`src/logic/sd_cmd_pkg.sv`:
```
`default_nettype none

package sd_cmd_pkg;

    // command and response frames are both 48 bits on the line
    localparam int CMD_FRAME_BITS = 48;

    // rising sd clock strobes allowed before the response start bit
    localparam int RESP_TIMEOUT_TICKS = 64;

    // command interrupt status bit positions
    localparam int INT_CC = 0;
    localparam int INT_CTO = 1;
    localparam int INT_CCRC = 2;
    localparam int INT_CIDX = 3;
    localparam int INT_CEND = 4;

    // x^7 + x^3 + 1
    localparam logic [6:0] CRC7_POLY = 7'h09;

    typedef logic [7:0] divisor_t;
    typedef logic [5:0] cmd_index_t;
    typedef logic [31:0] cmd_arg_t;
    typedef logic [6:0] crc7_t;

    // start bit, transmission bit, index and argument, the part ahead of the crc
    typedef logic [CMD_FRAME_BITS-9:0] cmd_frame_t;

    typedef logic [4:0] int_status_t;

    typedef enum logic [1:0] {
        IDLE,
        SEND,
        WAIT,
        DONE
    } cmd_state_t;

endpackage

`default_nettype wire

```
`src/logic/sd_cmd_if.sv`:
```
`timescale 1ns/1ps
`default_nettype none

interface sd_cmd_if import sd_cmd_pkg::*; ();

    // request side, driven by the command master
    logic start;
    logic with_resp;
    cmd_frame_t frame;

    // result side, valid from finish until the next start
    logic finish;
    cmd_frame_t resp_frame;
    logic crc_ok;
    logic end_ok;
    logic timeout;

    modport master (
        output start, with_resp, frame,
        input finish, resp_frame, crc_ok, end_ok, timeout
    );

    modport host (
        input start, with_resp, frame,
        output finish, resp_frame, crc_ok, end_ok, timeout
    );

endinterface

`default_nettype wire

```
`src/logic/sd_clock_divider.sv`:
```
`timescale 1ns/1ps
`default_nettype none

module sd_clock_divider import sd_cmd_pkg::*; (
    input wire aclk,
    input wire rst_n_i,
    input wire divisor_t divisor_i,
    output logic sd_clk_o,
    output logic sd_rise_o,
    output logic sd_fall_o
);

    divisor_t cnt_q;

    // sd clock toggles every divisor_i + 1 cycles
    always_ff @(posedge aclk) begin
        if (!rst_n_i) begin
            cnt_q <= '0;
            sd_clk_o <= 1'b0;
            sd_rise_o <= 1'b0;
            sd_fall_o <= 1'b0;
        end else begin
            sd_rise_o <= 1'b0;
            sd_fall_o <= 1'b0;
            if (cnt_q == '0) begin
                cnt_q <= divisor_i;
                sd_clk_o <= !sd_clk_o;
                // strobes line up with the new clock level
                sd_rise_o <= !sd_clk_o;
                sd_fall_o <= sd_clk_o;
            end else begin
                cnt_q <= cnt_q - 1'b1;
            end
        end
    end

    // strobes are exclusive and mark the actual edges of the pin level
    a_strobe_rise: assert property (
        @(posedge aclk) disable iff (!rst_n_i)
        sd_rise_o |-> !sd_fall_o && $rose(sd_clk_o)
    );

    a_strobe_fall: assert property (
        @(posedge aclk) disable iff (!rst_n_i)
        sd_fall_o |-> $fell(sd_clk_o)
    );

endmodule

`default_nettype wire

```
`src/logic/sd_crc7.sv`:
```
`timescale 1ns/1ps
`default_nettype none

module sd_crc7 import sd_cmd_pkg::*; (
    input wire aclk,
    input wire rst_n_i,
    input wire clear_i,
    input wire enable_i,
    input wire bit_i,
    output crc7_t crc_o
);

    logic feedback;

    assign feedback = bit_i ^ crc_o[6];

    // serial crc7, one bit per enable, msb first
    always_ff @(posedge aclk) begin
        if (!rst_n_i) begin
            crc_o <= '0;
        end else if (clear_i) begin
            crc_o <= '0;
        end else if (enable_i) begin
            if (feedback) begin
                crc_o <= {crc_o[5:0], 1'b0} ^ CRC7_POLY;
            end else begin
                crc_o <= {crc_o[5:0], 1'b0};
            end
        end
    end

endmodule

`default_nettype wire

```
`src/logic/sd_cmd_serial_host.sv`:
```
`timescale 1ns/1ps
`default_nettype none

module sd_cmd_serial_host import sd_cmd_pkg::*; (
    input wire aclk,
    input wire rst_n_i,
    input wire sd_rise_i,
    input wire sd_fall_i,
    input wire sd_cmd_i,
    sd_cmd_if.host cmd_bus,
    output logic sd_cmd_o,
    output logic sd_cmd_oe_o
);

    logic sending;
    logic waiting;
    logic receiving;
    logic with_resp_q;
    // bit position on the line, counts up to 48
    logic [5:0] bit_cnt;
    logic [$clog2(RESP_TIMEOUT_TICKS)-1:0] tick_cnt;
    cmd_frame_t tx_shift;
    crc7_t tx_crc;
    crc7_t rx_crc;
    crc7_t rx_crc_bits;
    logic [2:0] crc_pos;
    logic tx_crc_en;
    logic rx_crc_en;
    logic rx_start_bit;

    assign rx_start_bit = waiting && !sd_cmd_i;
    assign tx_crc_en = sd_fall_i && sending && (bit_cnt < $bits(cmd_frame_t));
    assign rx_crc_en = sd_rise_i &&
                       (rx_start_bit || (receiving && bit_cnt < $bits(cmd_frame_t)));

    // crc goes out msb first after the 40 frame bits
    assign crc_pos = 3'(CMD_FRAME_BITS - 2 - int'(bit_cnt));

    sd_crc7 tx_crc7 (
        .aclk     (aclk),
        .rst_n_i  (rst_n_i),
        .clear_i  (cmd_bus.start),
        .enable_i (tx_crc_en),
        .bit_i    (tx_shift[$bits(cmd_frame_t)-1]),
        .crc_o    (tx_crc)
    );

    sd_crc7 rx_crc7 (
        .aclk     (aclk),
        .rst_n_i  (rst_n_i),
        .clear_i  (cmd_bus.start),
        .enable_i (rx_crc_en),
        .bit_i    (sd_cmd_i),
        .crc_o    (rx_crc)
    );

    always_ff @(posedge aclk) begin
        if (!rst_n_i) begin
            sending <= 1'b0;
            waiting <= 1'b0;
            receiving <= 1'b0;
            with_resp_q <= 1'b0;
            bit_cnt <= '0;
            tick_cnt <= '0;
            sd_cmd_o <= 1'b1;
            sd_cmd_oe_o <= 1'b0;
            cmd_bus.finish <= 1'b0;
            cmd_bus.timeout <= 1'b0;
            cmd_bus.crc_ok <= 1'b0;
            cmd_bus.end_ok <= 1'b0;
        end else begin
            cmd_bus.finish <= 1'b0;
            if (cmd_bus.start) begin
                sending <= 1'b1;
                waiting <= 1'b0;
                receiving <= 1'b0;
                with_resp_q <= cmd_bus.with_resp;
                bit_cnt <= '0;
                tick_cnt <= '0;
                cmd_bus.timeout <= 1'b0;
                cmd_bus.crc_ok <= 1'b0;
                cmd_bus.end_ok <= 1'b0;
            end else if (sending && sd_fall_i) begin
                if (bit_cnt == CMD_FRAME_BITS) begin
                    // end bit has been on the line for a full period
                    sending <= 1'b0;
                    sd_cmd_oe_o <= 1'b0;
                    sd_cmd_o <= 1'b1;
                    bit_cnt <= '0;
                    if (with_resp_q) begin
                        waiting <= 1'b1;
                    end else begin
                        cmd_bus.finish <= 1'b1;
                    end
                end else begin
                    sd_cmd_oe_o <= 1'b1;
                    bit_cnt <= bit_cnt + 1'b1;
                    if (bit_cnt < $bits(cmd_frame_t)) begin
                        sd_cmd_o <= tx_shift[$bits(cmd_frame_t)-1];
                    end else if (bit_cnt < CMD_FRAME_BITS - 1) begin
                        sd_cmd_o <= tx_crc[crc_pos];
                    end else begin
                        sd_cmd_o <= 1'b1;
                    end
                end
            end else if (waiting && sd_rise_i) begin
                if (!sd_cmd_i) begin
                    // start bit counts as bit 0 of the response
                    waiting <= 1'b0;
                    receiving <= 1'b1;
                    bit_cnt <= 6'd1;
                end else if (tick_cnt == RESP_TIMEOUT_TICKS - 1) begin
                    waiting <= 1'b0;
                    cmd_bus.timeout <= 1'b1;
                    cmd_bus.finish <= 1'b1;
                end else begin
                    tick_cnt <= tick_cnt + 1'b1;
                end
            end else if (receiving && sd_rise_i) begin
                bit_cnt <= bit_cnt + 1'b1;
                if (bit_cnt == CMD_FRAME_BITS - 1) begin
                    receiving <= 1'b0;
                    cmd_bus.end_ok <= sd_cmd_i;
                    cmd_bus.crc_ok <= (rx_crc_bits == rx_crc);
                    cmd_bus.finish <= 1'b1;
                end
            end
        end
    end

    // frame and response shift registers
    always_ff @(posedge aclk) begin
        if (cmd_bus.start) begin
            tx_shift <= cmd_bus.frame;
        end else if (tx_crc_en) begin
            tx_shift <= {tx_shift[$bits(cmd_frame_t)-2:0], 1'b0};
        end
        if (rx_crc_en) begin
            cmd_bus.resp_frame <= {cmd_bus.resp_frame[$bits(cmd_frame_t)-2:0], sd_cmd_i};
        end
        if (sd_rise_i && receiving && bit_cnt >= $bits(cmd_frame_t) &&
            bit_cnt < CMD_FRAME_BITS - 1) begin
            rx_crc_bits <= {rx_crc_bits[5:0], sd_cmd_i};
        end
    end

    // line is only ever enabled by a bit of the outgoing frame
    a_oe_only_sending: assert property (
        @(posedge aclk) disable iff (!rst_n_i)
        $rose(sd_cmd_oe_o) |-> $past(sending)
    );

endmodule

`default_nettype wire

```
`src/logic/sd_cmd_master.sv`:
```
`timescale 1ns/1ps
`default_nettype none

module sd_cmd_master import sd_cmd_pkg::*; (
    input wire aclk,
    input wire rst_n_i,
    input wire start_i,
    input wire cmd_index_t cmd_index_i,
    input wire cmd_arg_t cmd_arg_i,
    input wire with_resp_i,
    input wire int_clear_i,
    sd_cmd_if.master cmd_bus,
    output logic busy_o,
    output int_status_t int_status_o,
    output cmd_arg_t response_o,
    output logic interrupt_o
);

    cmd_state_t state_q;
    cmd_index_t idx_q;
    cmd_arg_t arg_q;
    logic with_resp_q;
    int_status_t new_status;
    cmd_index_t resp_index;

    // index field sits right below start and transmission bits
    assign resp_index = cmd_bus.resp_frame[37:32];

    assign busy_o = (state_q != IDLE);
    assign interrupt_o = |int_status_o;

    assign cmd_bus.start = (state_q == SEND);
    assign cmd_bus.with_resp = with_resp_q;
    // start bit 0, transmission bit 1 for host to card
    assign cmd_bus.frame = {1'b0, 1'b1, idx_q, arg_q};

    // status bits raised by the command just finished
    always_comb begin
        new_status = '0;
        new_status[INT_CC] = 1'b1;
        if (cmd_bus.timeout) begin
            new_status[INT_CTO] = 1'b1;
        end else if (with_resp_q) begin
            new_status[INT_CCRC] = !cmd_bus.crc_ok;
            new_status[INT_CEND] = !cmd_bus.end_ok;
            new_status[INT_CIDX] = (resp_index != idx_q);
        end
    end

    always_ff @(posedge aclk) begin
        if (!rst_n_i) begin
            state_q <= IDLE;
            int_status_o <= '0;
            response_o <= '0;
        end else begin
            case (state_q)
                IDLE: begin
                    if (start_i) begin
                        state_q <= SEND;
                    end
                end
                SEND: state_q <= WAIT;
                WAIT: begin
                    if (cmd_bus.finish) begin
                        state_q <= DONE;
                    end
                end
                default: state_q <= IDLE;
            endcase

            // busy falls and status updates on the same edge
            if (state_q == DONE) begin
                int_status_o <= (int_clear_i ? '0 : int_status_o) | new_status;
                if (with_resp_q && !cmd_bus.timeout) begin
                    response_o <= cmd_bus.resp_frame[31:0];
                end
            end else if (int_clear_i) begin
                int_status_o <= '0;
            end
        end
    end

    // command fields held for the whole command
    always_ff @(posedge aclk) begin
        if (state_q == IDLE && start_i) begin
            idx_q <= cmd_index_i;
            arg_q <= cmd_arg_i;
            with_resp_q <= with_resp_i;
        end
    end

    // a start while busy neither restarts the host nor touches the command
    a_start_ignored_busy: assert property (
        @(posedge aclk) disable iff (!rst_n_i)
        (start_i && busy_o) |=> (state_q != SEND) && $stable(idx_q) && $stable(arg_q)
    );

endmodule

`default_nettype wire

```
`src/logic/sd_cmd_controller.sv`:
```
`timescale 1ns/1ps
`default_nettype none

module sd_cmd_controller import sd_cmd_pkg::*; (
    input wire aclk,
    input wire rst_n_i,
    input wire divisor_t divisor_i,
    input wire start_i,
    input wire cmd_index_t cmd_index_i,
    input wire cmd_arg_t cmd_arg_i,
    input wire with_resp_i,
    input wire int_clear_i,
    output logic busy_o,
    output int_status_t int_status_o,
    output cmd_arg_t response_o,
    output logic interrupt_o,
    // sd command line
    output logic sd_clk_o,
    input wire sd_cmd_i,
    output logic sd_cmd_o,
    output logic sd_cmd_oe_o
);

    logic sd_rise;
    logic sd_fall;

    sd_cmd_if cmd_bus ();

    sd_clock_divider sd_clock_divider0 (
        .aclk      (aclk),
        .rst_n_i   (rst_n_i),
        .divisor_i (divisor_i),
        .sd_clk_o  (sd_clk_o),
        .sd_rise_o (sd_rise),
        .sd_fall_o (sd_fall)
    );

    sd_cmd_master sd_cmd_master0 (
        .aclk         (aclk),
        .rst_n_i      (rst_n_i),
        .start_i      (start_i),
        .cmd_index_i  (cmd_index_i),
        .cmd_arg_i    (cmd_arg_i),
        .with_resp_i  (with_resp_i),
        .int_clear_i  (int_clear_i),
        .cmd_bus      (cmd_bus.master),
        .busy_o       (busy_o),
        .int_status_o (int_status_o),
        .response_o   (response_o),
        .interrupt_o  (interrupt_o)
    );

    sd_cmd_serial_host sd_cmd_serial_host0 (
        .aclk        (aclk),
        .rst_n_i     (rst_n_i),
        .sd_rise_i   (sd_rise),
        .sd_fall_i   (sd_fall),
        .sd_cmd_i    (sd_cmd_i),
        .cmd_bus     (cmd_bus.host),
        .sd_cmd_o    (sd_cmd_o),
        .sd_cmd_oe_o (sd_cmd_oe_o)
    );

endmodule

`default_nettype wire

```
`config.mk`:
```
export PLATFORM = sky130hd
export DESIGN_NAME = sd_cmd_controller
export DESIGN_NICKNAME = d
export VERILOG_FILES = /design/src/logic/sd_cmd_pkg.sv /design/src/logic/sd_cmd_if.sv /design/src/logic/sd_clock_divider.sv /design/src/logic/sd_crc7.sv /design/src/logic/sd_cmd_serial_host.sv /design/src/logic/sd_cmd_master.sv /design/src/logic/sd_cmd_controller.sv
export SDC_FILE = /design/constraint.sdc
export NUM_CORES = 1
export LEC_CHECK = 0
export CORE_UTILIZATION = 30
export CTS_CLUSTER_SIZE = 12
export DETAILED_ROUTE_END_ITERATION = 8
export DONT_BUFFER_PORTS = 1
export SLEW_MARGIN = 10
export SYNTH_ARGS = -nofsm -noshare
export SYNTH_HDL_FRONTEND = slang
export SYNTH_SLANG_ARGS = --single-unit
```
`constraint.sdc`:
```
create_clock -name aclk -period 6.37 [get_ports aclk]
set_clock_uncertainty 0.15 [all_clocks]
set_input_delay 0.9555 -clock aclk [delete_from_list [all_inputs] [get_ports aclk]]
set_output_delay 0.9555 -clock aclk [all_outputs]
set_load 0.05 [all_outputs]
```
# After elaboration in Yosys (flattened, before gate mapping)
# Index checks and enable logic that the tools add are counted.
[totals]
output_inout_bits = 42
inputBits = 52
regBits = 210
wordCells = 146
[classes]
n_addsub = 4
eq_ne = 15
n_lt_le_gt_ge = 4
n_reduce_logical = 40
n_bitwise = 10
muxes = 45
[ops]
columns = ["operator", "count"]
rows = [
  ["38-bit 2-to-1 mux", 2],
  ["6-bit 2-to-1 mux", 5],
  ["1-bit 2-to-1 mux", 27],
  ["4-bit AND reduction", 5],
  ["6-bit == test, second input constant", 3],
  ["2-bit nonzero test", 7],
  ["6-bit by 1-bit adder with 6-bit output, second input constant", 2],
  ["6-bit < comparator, second input constant", 2],
  ["2-bit AND reduction", 6],
  ["1-bit logical AND", 11],
  ["5-bit 2-to-1 mux", 2],
  ["8-bit logical NOT", 1],
  ["4-bit 2-to-1 mux", 2],
  ["8-bit 2-to-1 mux", 1],
  ["8-bit by 1-bit subtractor with 8-bit output, second input constant", 1],
  ["7-bit == test", 1],
  ["6-bit greater-or-equal comparator, second input constant", 1],
  ["3-bit 2-to-1 mux", 2],
  ["2-bit inequality test, second input constant", 3],
  ["6-bit inequality test", 1],
  ["2-bit case mux with 3 select lines", 1],
  ["1-bit logical NOT", 5],
  ["1-bit inverter", 5],
  ["5-bit OR", 1],
  ["16 further kinds", 21],
]

# Depth between registers and ports, before layout
# Gate-level depths: netlist of the first run.
[logic_depth]
ltp_word = 6
ltp_mapped = 8
ltp_nobuf = 6

# By module
# A second synthesis of the first run with hierarchy kept.
[hier_totals]
cells_unflattened = 623
hier_area_um2 = 8250.4
[modules_own_cells]
columns = ["mod", "cells_per_inst", "n_inst", "area_per_inst_um2", "seq_area_each_um2"]
rows = [
  ["sd_cmd_serial_host", 281, 1, 4336.7, 3052.9],
  ["sd_cmd_master", 229, 1, 2797.7, 1951.9],
  ["sd_crc7", 28, 2, 297.8, 140.1],
  ["sd_clock_divider", 57, 1, 520.5, 220.2],
]

# Worst setup path before layout of the first run
# No wires, ideal clock.
[synth_path]
path_kind = "input port to flip-flop"
start = "input port sd_cmd_i"
end = "register sd_cmd_serial_host0.cmd_bus.resp_frame[0] (enable)"
required_time_ns = 5.785
path_slack_ns = 2.909
setup_ns = 0.435
t_arrival_ns = 2.876
path_stages = 3
path_buffers = 0
path_cell_list = "inv_1 -> a22oi_1 -> nor2_1"
[synth_via]
elab_chain_cells = 4
[synth_rtl]
columns = ["item", "line", "source"]
rows = [
  ["start: declaration", "sd_cmd_controller.sv:19", "input wire sd_cmd_i,"],
  ["1-bit logical NOT", "--", ""],
  ["1-bit logical AND", "sd_cmd_serial_host.sv:31", "assign rx_start_bit = waiting && !sd_cmd_i;"],
  ["1-bit logical OR", "sd_cmd_serial_host.sv:34", "(rx_start_bit || (receiving && bit_cnt < $bits(cmd_frame_t)));"],
  ["1-bit logical AND", "sd_cmd_serial_host.sv:33", "assign rx_crc_en = sd_rise_i &&"],
  ["net sd_cmd_serial_host0.rx_crc7.enable_i", "sd_crc7.sv:8", "input wire enable_i,"],
  ["end signal: assignment", "sd_cmd_serial_host.sv:139", "cmd_bus.resp_frame <= {cmd_bus.resp_frame[$bits(cmd_frame_t)-2:0], sd_cmd_i};"],
  ["end: declaration", "sd_cmd_if.sv:25", "output finish, resp_frame, crc_ok, end_ok, timeout"],
]
# The timed path passes the listed nets, and every way through them passes these cells.
# A chain may end at the register's enable or synchronous reset.

# Final worst setup path of the first run
[layout_path]
start = "register sd_cmd_master0.int_status_o[1]"
end = "output port interrupt_o"
[layout_via]
elab_chain_cells = 1
[layout_rtl]
columns = ["item", "line", "source"]
rows = [
  ["start: declaration", "sd_cmd_master.sv:14", "output int_status_t int_status_o,"],
  ["start signal: assignment", "sd_cmd_master.sv:73", "int_status_o <= (int_clear_i ? '0 : int_status_o) | new_status;"],
  ["5-bit OR reduction", "sd_cmd_master.sv:30", "assign interrupt_o = |int_status_o;"],
  ["end: declaration", "sd_cmd_controller.sv:16", "output logic interrupt_o,"],
]
# Every way passes these cells.

==> impl_results.md, run 1 <==
- Result of the run: finished, final reports clean
- Max-cap violation count: 0
- Post-synthesis cell area: 7970 um2
- Clock tree from TritonCTS: done
- Routed wire length per instance: ~16 um
- Final Power: around 0.0037 W
- Std-Cell Core Area: 26100 um2
- Global-route wire length before repair: 23900 um
- Nets@finish: about 690
- Number of buffers inserted during clock tree synthesis: 23
- Setup total negative slack: 0 ps
- Area of the die: between 20000 and 30000 um2
- Max frequency: between 0.3 and 0.4 GHz
- Cell types occupying the most area after synthesis: sky130_fd_sc_hd__edfxtp_1 (46%), sky130_fd_sc_hd__dfxtp_1 (22%), sky130_fd_sc_hd__mux2_2 (5.4%)
- Number of resized instances in the post-cts repair step: 0
- HPWL reported at the end of detailed placement: approximately 9900 um
- Number of sinks handled by clock tree synthesis: 210
- Die Span X: between 150 and 200 um
- Number of I/O port buffers: 0
- Core Rows: 59
- Switching portion of total power: between 20 and 30%
- Top Ports: 94
- Worst max-slew margin expressed relative to the limit: about 26%
- Cell total after placement: 938
- Sequential power share: between 50% and 60%
- Proportion of synthesized chip area in sequential cells: 68.1%
- Synthesized instance count: between 600 and 700
- Root Buffer Master: sky130_fd_sc_hd__clkbuf_16
- Proportion of power drawn by the clock network: between 30% and 40%
- Async set-reset flop share out of synthesis: 0%
- Detailed-routed wire length on met3: about 1200 um
- Filler cell count: about 2.6k
- Net switching power: between 0.0009 and 0.001 W
- Routed WL: about 15000 um
- Count of flip-flops with a built-in enable after synthesis: between 100 and 150
- Maximum number of pins on one net before global-route repair: 44
- Kind of critical path: reg -> out
- Antenna Nets Post-Route: 0
- Warnings, synthesis: 0
- Peak fanout along the critical path: 3
- Design Area, Final: about 9000 um2
- RSZ-0062 raised after global routing: false
- Placer Congestion: about 0.76
- Static power due to leakage: 2.91 nW
- Met1 WL: about 7100 um
- Antenna violations before repair: 5
- Flip-flop and latch count after synthesis: 210
- Fraction of synthesized cell area taken by the top area cell type: ~46%
- Clk_lat worst skew: approximately 500 ps
- Distinct cells, synth: 51
- Cts-stage hold buffer count: 0
- Chip height: approximately 160 um
- IR Drop Worst-Case VDD: roughly 0.27 mV
- Post-synthesis net count: 689
- Total iterations of the first detailed-routing run: 4
- Primary FF master, synth: sky130_fd_sc_hd__edfxtp_1
- GRT Resource Usage Total: about 11%
- Total cell area at the placement stage: 8290 um2
- Maximum level of the CTS H-tree: 1
- Count of final max-slew check failures: 0
- Kind of end point of the critical path: primary output
- Final period util: around 46%
- Cell internal power dissipation: 0.00268 W
- GRT overflow: 0
- Clock Path Buffers: 3
- Met2 wire length: 6700 um
- Part of the power in combinational logic: between 10% and 20%
- Remaining design rule violation count: 0
- Share of final-layout standard cells stronger than drive strength 1: between 10% and 20%
- CP Launch Type: flop
- Count of final hold-check violations: 0
- Vias per cell: around 4.7
- Avg Synthesized Cell Area: roughly 13 um2
- Time the worst path needs with I/O delays and setup: 2920 ps
- P per Cell Area: 408 nW/um2
- Total via count in the routed design: 4585
- Vias in the first global route: about 4.3k
- Number of buffers added for setup after CTS: 0
- Clock transition at the registers of the reported paths: about 60 ps
- Number of DRC markers in iteration 0: around 260
- Worst slew pin tran: 1110 ps
- Highest metal used: met5
- Dominant cell type by area after synthesis: sky130_fd_sc_hd__edfxtp_1
- Arrival time of data at the critical path endpoint: 1810 ps
- Final cell count without fillers: just under 1k
- Count of endpoints failing setup in the final report: 0
- Worst min-delay path class: reg -> reg
- Required time at the endpoint of the critical path: about 5300 ps
- Area growth from synthesis to layout: 12.7%
- Starting Density: just over 30%
## flip-flops by register name, summed over array words and instances (netlist names), 6 cells and up
signal	count
sd_cmd_serial_host0.tx_shift	40
sd_cmd_serial_host0.cmd_bus.resp_frame	38
sd_cmd_master0.arg_q	32
sd_cmd_master0.response_o	32
sd_clock_divider0.cnt_q	8
sd_cmd_serial_host0.rx_crc7.crc_o	7
sd_cmd_serial_host0.rx_crc_bits	7
sd_cmd_serial_host0.tx_crc7.crc_o	7
sd_cmd_master0.idx_q	6
sd_cmd_serial_host0.bit_cnt	6
sd_cmd_serial_host0.tick_cnt	6
## synth_stat cells (2+ instances only)
cell,n
sky130_fd_sc_hd__clkbuf_1,23
sky130_fd_sc_hd__o21ai_0,15
sky130_fd_sc_hd__a211oi_2,3
sky130_fd_sc_hd__o31ai_1,5
sky130_fd_sc_hd__mux2_2,38
sky130_fd_sc_hd__mux2i_1,7
sky130_fd_sc_hd__a21oi_1,62
sky130_fd_sc_hd__a22oi_1,2
sky130_fd_sc_hd__dfxtp_1,88
sky130_fd_sc_hd__edfxtp_1,122
sky130_fd_sc_hd__xor2_1,5
sky130_fd_sc_hd__nand4_1,4
sky130_fd_sc_hd__or4_1,6
sky130_fd_sc_hd__nand2_1,100
sky130_fd_sc_hd__ha_1,8
sky130_fd_sc_hd__buf_2,2
sky130_fd_sc_hd__o2bb2ai_1,2
sky130_fd_sc_hd__buf_6,4
sky130_fd_sc_hd__inv_1,15
sky130_fd_sc_hd__a211oi_1,7
sky130_fd_sc_hd__xnor2_1,16
sky130_fd_sc_hd__or3_1,6
sky130_fd_sc_hd__and2_1,6
sky130_fd_sc_hd__nand3_1,18
sky130_fd_sc_hd__nor3_1,8
sky130_fd_sc_hd__o21a_1,2
sky130_fd_sc_hd__a2bb2oi_1,2
sky130_fd_sc_hd__and3_1,3
sky130_fd_sc_hd__nor2_1,27
sky130_fd_sc_hd__o221a_2,2
## path summary, 6_finish.rpt
check | startpoint | end | slack [ps] | cells past startpoint
worst max-delay path | sd_cmd_master0.int_status_o[1]$_SDFF_PN0_ | interrupt_o | 3450 | 2
worst min-delay path | sd_cmd_serial_host0.cmd_bus.resp_frame[8]$_DFFE_PP_ | sd_cmd_serial_host0.cmd_bus.resp_frame[9]$_DFFE_PP_ | 300 | 0
worst max register to register | sd_cmd_serial_host0.bit_cnt[3]$_SDFFE_PP0P_ | sd_cmd_serial_host0.cmd_bus.resp_frame[36]$_DFFE_PP_ | 3860 | 3
worst min register to register | sd_cmd_serial_host0.cmd_bus.resp_frame[8]$_DFFE_PP_ | sd_cmd_serial_host0.cmd_bus.resp_frame[9]$_DFFE_PP_ | 300 | 0
## cell type report
type,instances,area [um2],area share [%]
Tap cell,335,419,4.67
Antenna cell,1,2.50,0.0279
Clock inverter,7,65.1,0.724
Inverter,16,60.1,0.669
Timing Repair Buffer,4,30.0,0.334
Clock buffer,34,627,6.98
Sequential cell,210,5430,60.4
Multi-Input combinational cell,373,2350,26.2
## critical path: stages (launching register included)
cell and delay, ps:
sky130_fd_sc_hd__dfxtp_1 670, sky130_fd_sc_hd__nor2_1 230, sky130_fd_sc_hd__nand2_1 410
## power groups by stage
stage	Clock, W	Sequential [W]	Combinational, W
5_1_grt	0.00132	0.00189	0.000627
6_report	0.00123	0.00186	0.000566
4_1_cts	0.00127	0.00187	0.000580
3_5_place_dp	0	0.00189	0.000579
2_1_floorplan	0	0.00186	0.000483
3_3_place_gp	0	0.00189	0.000569
## cell usage in the layout (no fill, tap or decap), types with 2 or more instances in the layout
cell type / synthesis / final
sky130_fd_sc_hd__nor2_1: 27 / 25
sky130_fd_sc_hd__xor2_1: 5 / 5
sky130_fd_sc_hd__ha_1: 8 / 7
sky130_fd_sc_hd__o31ai_1: 5 / 5
sky130_fd_sc_hd__clkbuf_16: 0 / 23
sky130_fd_sc_hd__o221a_2: 2 / 2
sky130_fd_sc_hd__a21oi_1: 62 / 62
sky130_fd_sc_hd__o21ai_0: 15 / 15
sky130_fd_sc_hd__nor3_1: 8 / 8
sky130_fd_sc_hd__o21a_1: 2 / 2
sky130_fd_sc_hd__a22oi_1: 2 / 2
sky130_fd_sc_hd__and2_1: 6 / 5
sky130_fd_sc_hd__or3_1: 6 / 6
sky130_fd_sc_hd__mux2_2: 38 / 38
sky130_fd_sc_hd__o2bb2ai_1: 2 / 2
sky130_fd_sc_hd__nand4_1: 4 / 4
sky130_fd_sc_hd__xnor2_1: 16 / 16
sky130_fd_sc_hd__edfxtp_1: 122 / 122
sky130_fd_sc_hd__nand2_1: 100 / 100
sky130_fd_sc_hd__or4_1: 6 / 6
sky130_fd_sc_hd__clkbuf_1: 23 / 10
sky130_fd_sc_hd__a2bb2oi_1: 2 / 2
sky130_fd_sc_hd__a211oi_1: 7 / 7
sky130_fd_sc_hd__clkinv_1: 1 / 2
sky130_fd_sc_hd__inv_1: 15 / 15
sky130_fd_sc_hd__buf_4: 0 / 4
sky130_fd_sc_hd__a211oi_2: 3 / 3
sky130_fd_sc_hd__and3_1: 3 / 3
sky130_fd_sc_hd__nand3_1: 18 / 18
sky130_fd_sc_hd__clkinv_2: 0 / 3
sky130_fd_sc_hd__mux2i_1: 7 / 7
sky130_fd_sc_hd__dfxtp_1: 88 / 88
## cells by family after synthesis
family          Yosys count  share of synthesized area, %
compound gates          112                          8.67
xor+xnor                 21                          2.31
fa+ha+maj                 8                          1.26
flops                   210                          68.1
simple gates            186                          10.6
buf+inv                  46                          2.57
mux                      46                          6.53
## stage by stage
step / hold WS, ps / setup slack, ps / util, %
after floorplan: 276 / 2910 / -
after global routing: 306 / 3380 / 34.5
after CTS: 300 / 3410 / 34.5
final: 300 / 3450 / 34.5
after detailed placement: 282 / 3620 / 31.8
after global placement: 283 / 3670 / 31.8
## metal layers
metal,vias up,global-route usage [%]
met5,-,0
met3,29,4.32
li1,2263,-
met4,8,2.92
met1,2191,15.2
met2,94,16.5
Power figures use the tool's default switching activity.
==> run 2, diff against run 1 <==
ABC_AREA = 1   (was unset)
clock period = 2.6 ns   (was 6.37 ns; I/O delays follow)
==> impl_results.md, run 2 <==
- Most common library cells after synthesis: sky130_fd_sc_hd__nand2_1 (180), sky130_fd_sc_hd__edfxtp_1 (122), sky130_fd_sc_hd__nor2_1 (116)
- Cell types occupying the most area after synthesis: sky130_fd_sc_hd__edfxtp_1 (46%), sky130_fd_sc_hd__dfxtp_1 (22%), sky130_fd_sc_hd__nand2_1 (8.5%)
- Sequence of cells on the critical path: inv_1, ha_1, nand2_1, nor2_1, nand2_1, nor2_2, nand2_2, inv_1, nand2_1, nand2_1, nand2_1, dlygate4sd3_1, inv_1
- Core Rows: 59 (unchanged)
- Count of final max-slew check failures: 0 (unchanged)
- P per Cell Area: 947 nW/um2 (+130%)
- Area used by multi-input combinational logic: 2220 um2 (-5.5%)
- Arithmetic-cell share of the synthesized area counting full adders, half adders and majority gates: 1.26% (about the same)
- Top library cells by usage in the layout, fill and taps aside: sky130_fd_sc_hd__nand2_1 (180), sky130_fd_sc_hd__edfxtp_1 (122), sky130_fd_sc_hd__nor2_1 (116)
- Maximum number of pins on one net before global-route repair: 43 (-2.3%)
- Register with the most flip-flops: sd_cmd_serial_host0.tx_shift
- Area of the die: 27200 um2 (about the same)
- Warnings, synthesis: 0 (unchanged)
- Crit-path slowest cell: sky130_fd_sc_hd__dlygate4sd3_1
- Cts-stage hold buffer count: 51 (+51)
- Time the worst path needs with I/O delays and setup: 2300 ps
- Antenna violations before repair: 1 (-4)
- Max reg flops: 40 (unchanged)
- Antenna Nets Post-Route: 0 (unchanged)
- Largest regs: sd_cmd_serial_host0.tx_shift: 40 flops, sd_cmd_serial_host0.cmd_bus.resp_frame: 38 flops
- Final period util: between 80 and 90%
- Worst min-delay path class: in -> reg
- Reg-to-reg slack, setup: 300 ps (-3560 ps)
- Kind of end point of the critical path: flop
- Async set-reset flop share out of synthesis: 0% (unchanged)
- Setup total negative slack: 0 ps (unchanged)
- Arrival time of data at the critical path endpoint: 2590 ps (+780 ps)
- GRT Resource Usage Total: 11.2% (+0.035 points)
- Count of final hold-check violations: 0 (unchanged)
- Proportion of synthesized chip area in sequential cells: 68.0% (about the same)
- Area growth from synthesis to layout: 21.3%
- Number of I/O port buffers: 0 (unchanged)
- Most frequent standard cell in the layout excluding fill and tap cells: sky130_fd_sc_hd__nand2_1
- Number of DRC markers in iteration 0: 277 (+5.7%)
- Max frequency: roughly 0.44 GHz
- GRT overflow: 0 (unchanged)
- Starting Density: 30.6% (about the same)
- Nets@finish: 895 (+30%)
- Total iterations of the first detailed-routing run: 4 (unchanged)
- Chip height: 165 um (about the same)
- Most used cell, CP: sky130_fd_sc_hd__nand2_1
- Synthesized instance count: 766 (+22%)
- Dominant combinational cell family by area after synthesis: simple AND/OR/NAND/NOR gates
- Count of flip-flops with a built-in enable after synthesis: 122 (unchanged)
- CP Launch Type: flop
- Clock Path Buffers: 3 (unchanged)
- Primary FF master, synth: sky130_fd_sc_hd__edfxtp_1
- Post-synthesis cell area: 7970 um2 (about the same)
- Count of endpoints failing setup in the final report: 0 (unchanged)
- Vias in the first global route: 5020 (+17%)
- Top Ports: 94 (unchanged)
- Crit path buf inv count: 4 (+4)
- Worst slew pin tran: 614 ps (-495 ps)
- Distinct cells, synth: 35 (-31%)
- Clock tree from TritonCTS: done
- Result of the run: finished, final reports clean
- Required time at the endpoint of the critical path: 2890 ps (-2370 ps)
- IR Drop Worst-Case VDD: 0.593 mV (+120%)
- RSZ-0062 raised after global routing: false
- Std-Cell Core Area: 26100 um2 (unchanged)
- Xor-xnor portion of the synthesized cell area: 2.64% (+0.33 points)
- Remaining design rule violation count: 0 (unchanged)
- Maximum level of the CTS H-tree: 1 (unchanged)
- Die Span X: 165 um (about the same)
- Root Buffer Master: sky130_fd_sc_hd__clkbuf_16
- Fraction of the mapped netlist area in simple logic gates: 17.4% (+6.8 points)
- Number of buffers inserted during clock tree synthesis: 23 (unchanged)
- Avg Synthesized Cell Area: 10.4 um2 (-18%)
- Vias per cell: 4.40 (-5.9%)
- Worst max-slew margin expressed relative to the limit: 59.0% (+33 points)
- Post-synthesis net count: 826 (+20%)
- Kind of critical path: reg -> reg
- Register Area: 5430 um2 (unchanged)
- Clock transition at the registers of the reported paths: 60 ps (about the same)
- Number of buffers added for setup after CTS: 0 (unchanged)
- Most numerous cell in the Yosys netlist: sky130_fd_sc_hd__nand2_1
- Flip-flop and latch count after synthesis: 210 (unchanged)
- Routed wire length per instance: 13.0 um (-17%)
- Max-cap violation count: 0 (unchanged)
- Dominant cell type by area after synthesis: sky130_fd_sc_hd__edfxtp_1
- Final Power: 0.00916 W (+150%)
- Number of resized instances in the post-cts repair step: 0 (unchanged)
- Filler cell count: 2562 (+0.078%)
- Synth Area in Compound Gates: 6.56% (-2.1 points)
- Peak fanout along the critical path: 12 (+9)
- Multiplexer fraction of the synthesized cell area: 0% (-6.5 points)
- Global-route wire length before repair: 24400 um (+2.3%)
- Total via count in the routed design: 5232 (+14%)
- Placer Congestion: 0.793 (+3.8%)
- Number of sinks handled by clock tree synthesis: 210 (unchanged)
- Static power due to leakage: 3.71 nW (+28%)
- Share of final-layout standard cells stronger than drive strength 1: 8.22% (-5.4 points)
- Fraction of synthesized cell area taken by the top area cell type: 46.0% (about the same)
- Routed WL: 15400 um (+0.83%)
- Family of cells with the greatest summed delay on the critical path: buffers and inverters
- Clk_lat worst skew: 500 ps (about the same)
- HPWL reported at the end of detailed placement: 9540 um (-3.3%)
- CP peak stage delay: 550 ps (-120 ps)
==> run 2: cell types whose count changed after synthesis, moves of 7 or more <==
cell                       delta
sky130_fd_sc_hd__o21ai_0     +47
sky130_fd_sc_hd__nor2_1      +89
sky130_fd_sc_hd__inv_1       +38
sky130_fd_sc_hd__a21oi_1     -32
sky130_fd_sc_hd__a211oi_1     -7
sky130_fd_sc_hd__xor2_1      +11
sky130_fd_sc_hd__xnor2_1      -8
sky130_fd_sc_hd__mux2_2      -38
sky130_fd_sc_hd__clkbuf_1     -7
sky130_fd_sc_hd__nand2_1     +80
sky130_fd_sc_hd__mux2i_1      -7
==> run 2: cells by family (layout without fill, tap and decap cells) <==
group	after synthesis	after routing
buf+inv	83	169
xor+xnor	24	24
simple gates	340	340
flops	210	210
fa+ha+maj	8	8
compound gates	101	101
other cells	0	1
==> run 2: final timing paths <==
path                                                          end                                            startpoint  depth (start not counted)
max                         sd_clock_divider0.cnt_q[5]$_SDFF_PN0_                 sd_clock_divider0.cnt_q[0]$_SDFF_PN0_                         13
min             sd_cmd_serial_host0.rx_crc7.crc_o[3]$_SDFFE_PP0P_                                              sd_cmd_i                          2
max reg2reg                 sd_clock_divider0.cnt_q[5]$_SDFF_PN0_                 sd_clock_divider0.cnt_q[0]$_SDFF_PN0_                         13
min reg2reg  sd_cmd_serial_host0.cmd_bus.resp_frame[20]$_DFFE_PP_  sd_cmd_serial_host0.cmd_bus.resp_frame[19]$_DFFE_PP_                          0
==> run 2: power breakdown <==
part           total, W  internal, W  switching, W
clock network   0.00309      0.00187       0.00123
logic           0.00152     0.000500       0.00102
registers       0.00455      0.00415      0.000396
==> run 2: final cells by class <==
| cell class | count | share of cell area (%) |
|---|---|---|
| Antenna cell | 1 | 0.0259 |
| Sequential cell | 210 | 56.1 |
| Inverter | 59 | 2.29 |
| Timing Repair Buffer | 68 | 6.83 |
| Clock inverter | 8 | 0.944 |
| Tap cell | 335 | 4.33 |
| Multi-Input combinational cell | 473 | 23.0 |
| Clock buffer | 34 | 6.48 |
==> run 2: metrics by stage <==
step                      cell area [um2]  instances  utilization (%)  hold WS (ps)  worst slack, ps
after CTS                            9670       1187             37.1          28.3              275
after detailed placement             8430       1094             32.4           276              715
after global routing                 9670       1188             37.1          57.8              109
after floorplan                      7970        766                -           271              130
after global placement               8430       1094             32.4           276              718
final                                9670       1188             37.1          60.0              302
==> run 2: per-layer routing <==
metal  vias up  global-route usage, %  share of wire, %
met5         -                      0                 0
met3        24                   3.26               7.6
met4         0                   2.84               2.0
met2       144                   18.5                45
met1      2404                   14.3                46
li1       2660                      -                 -
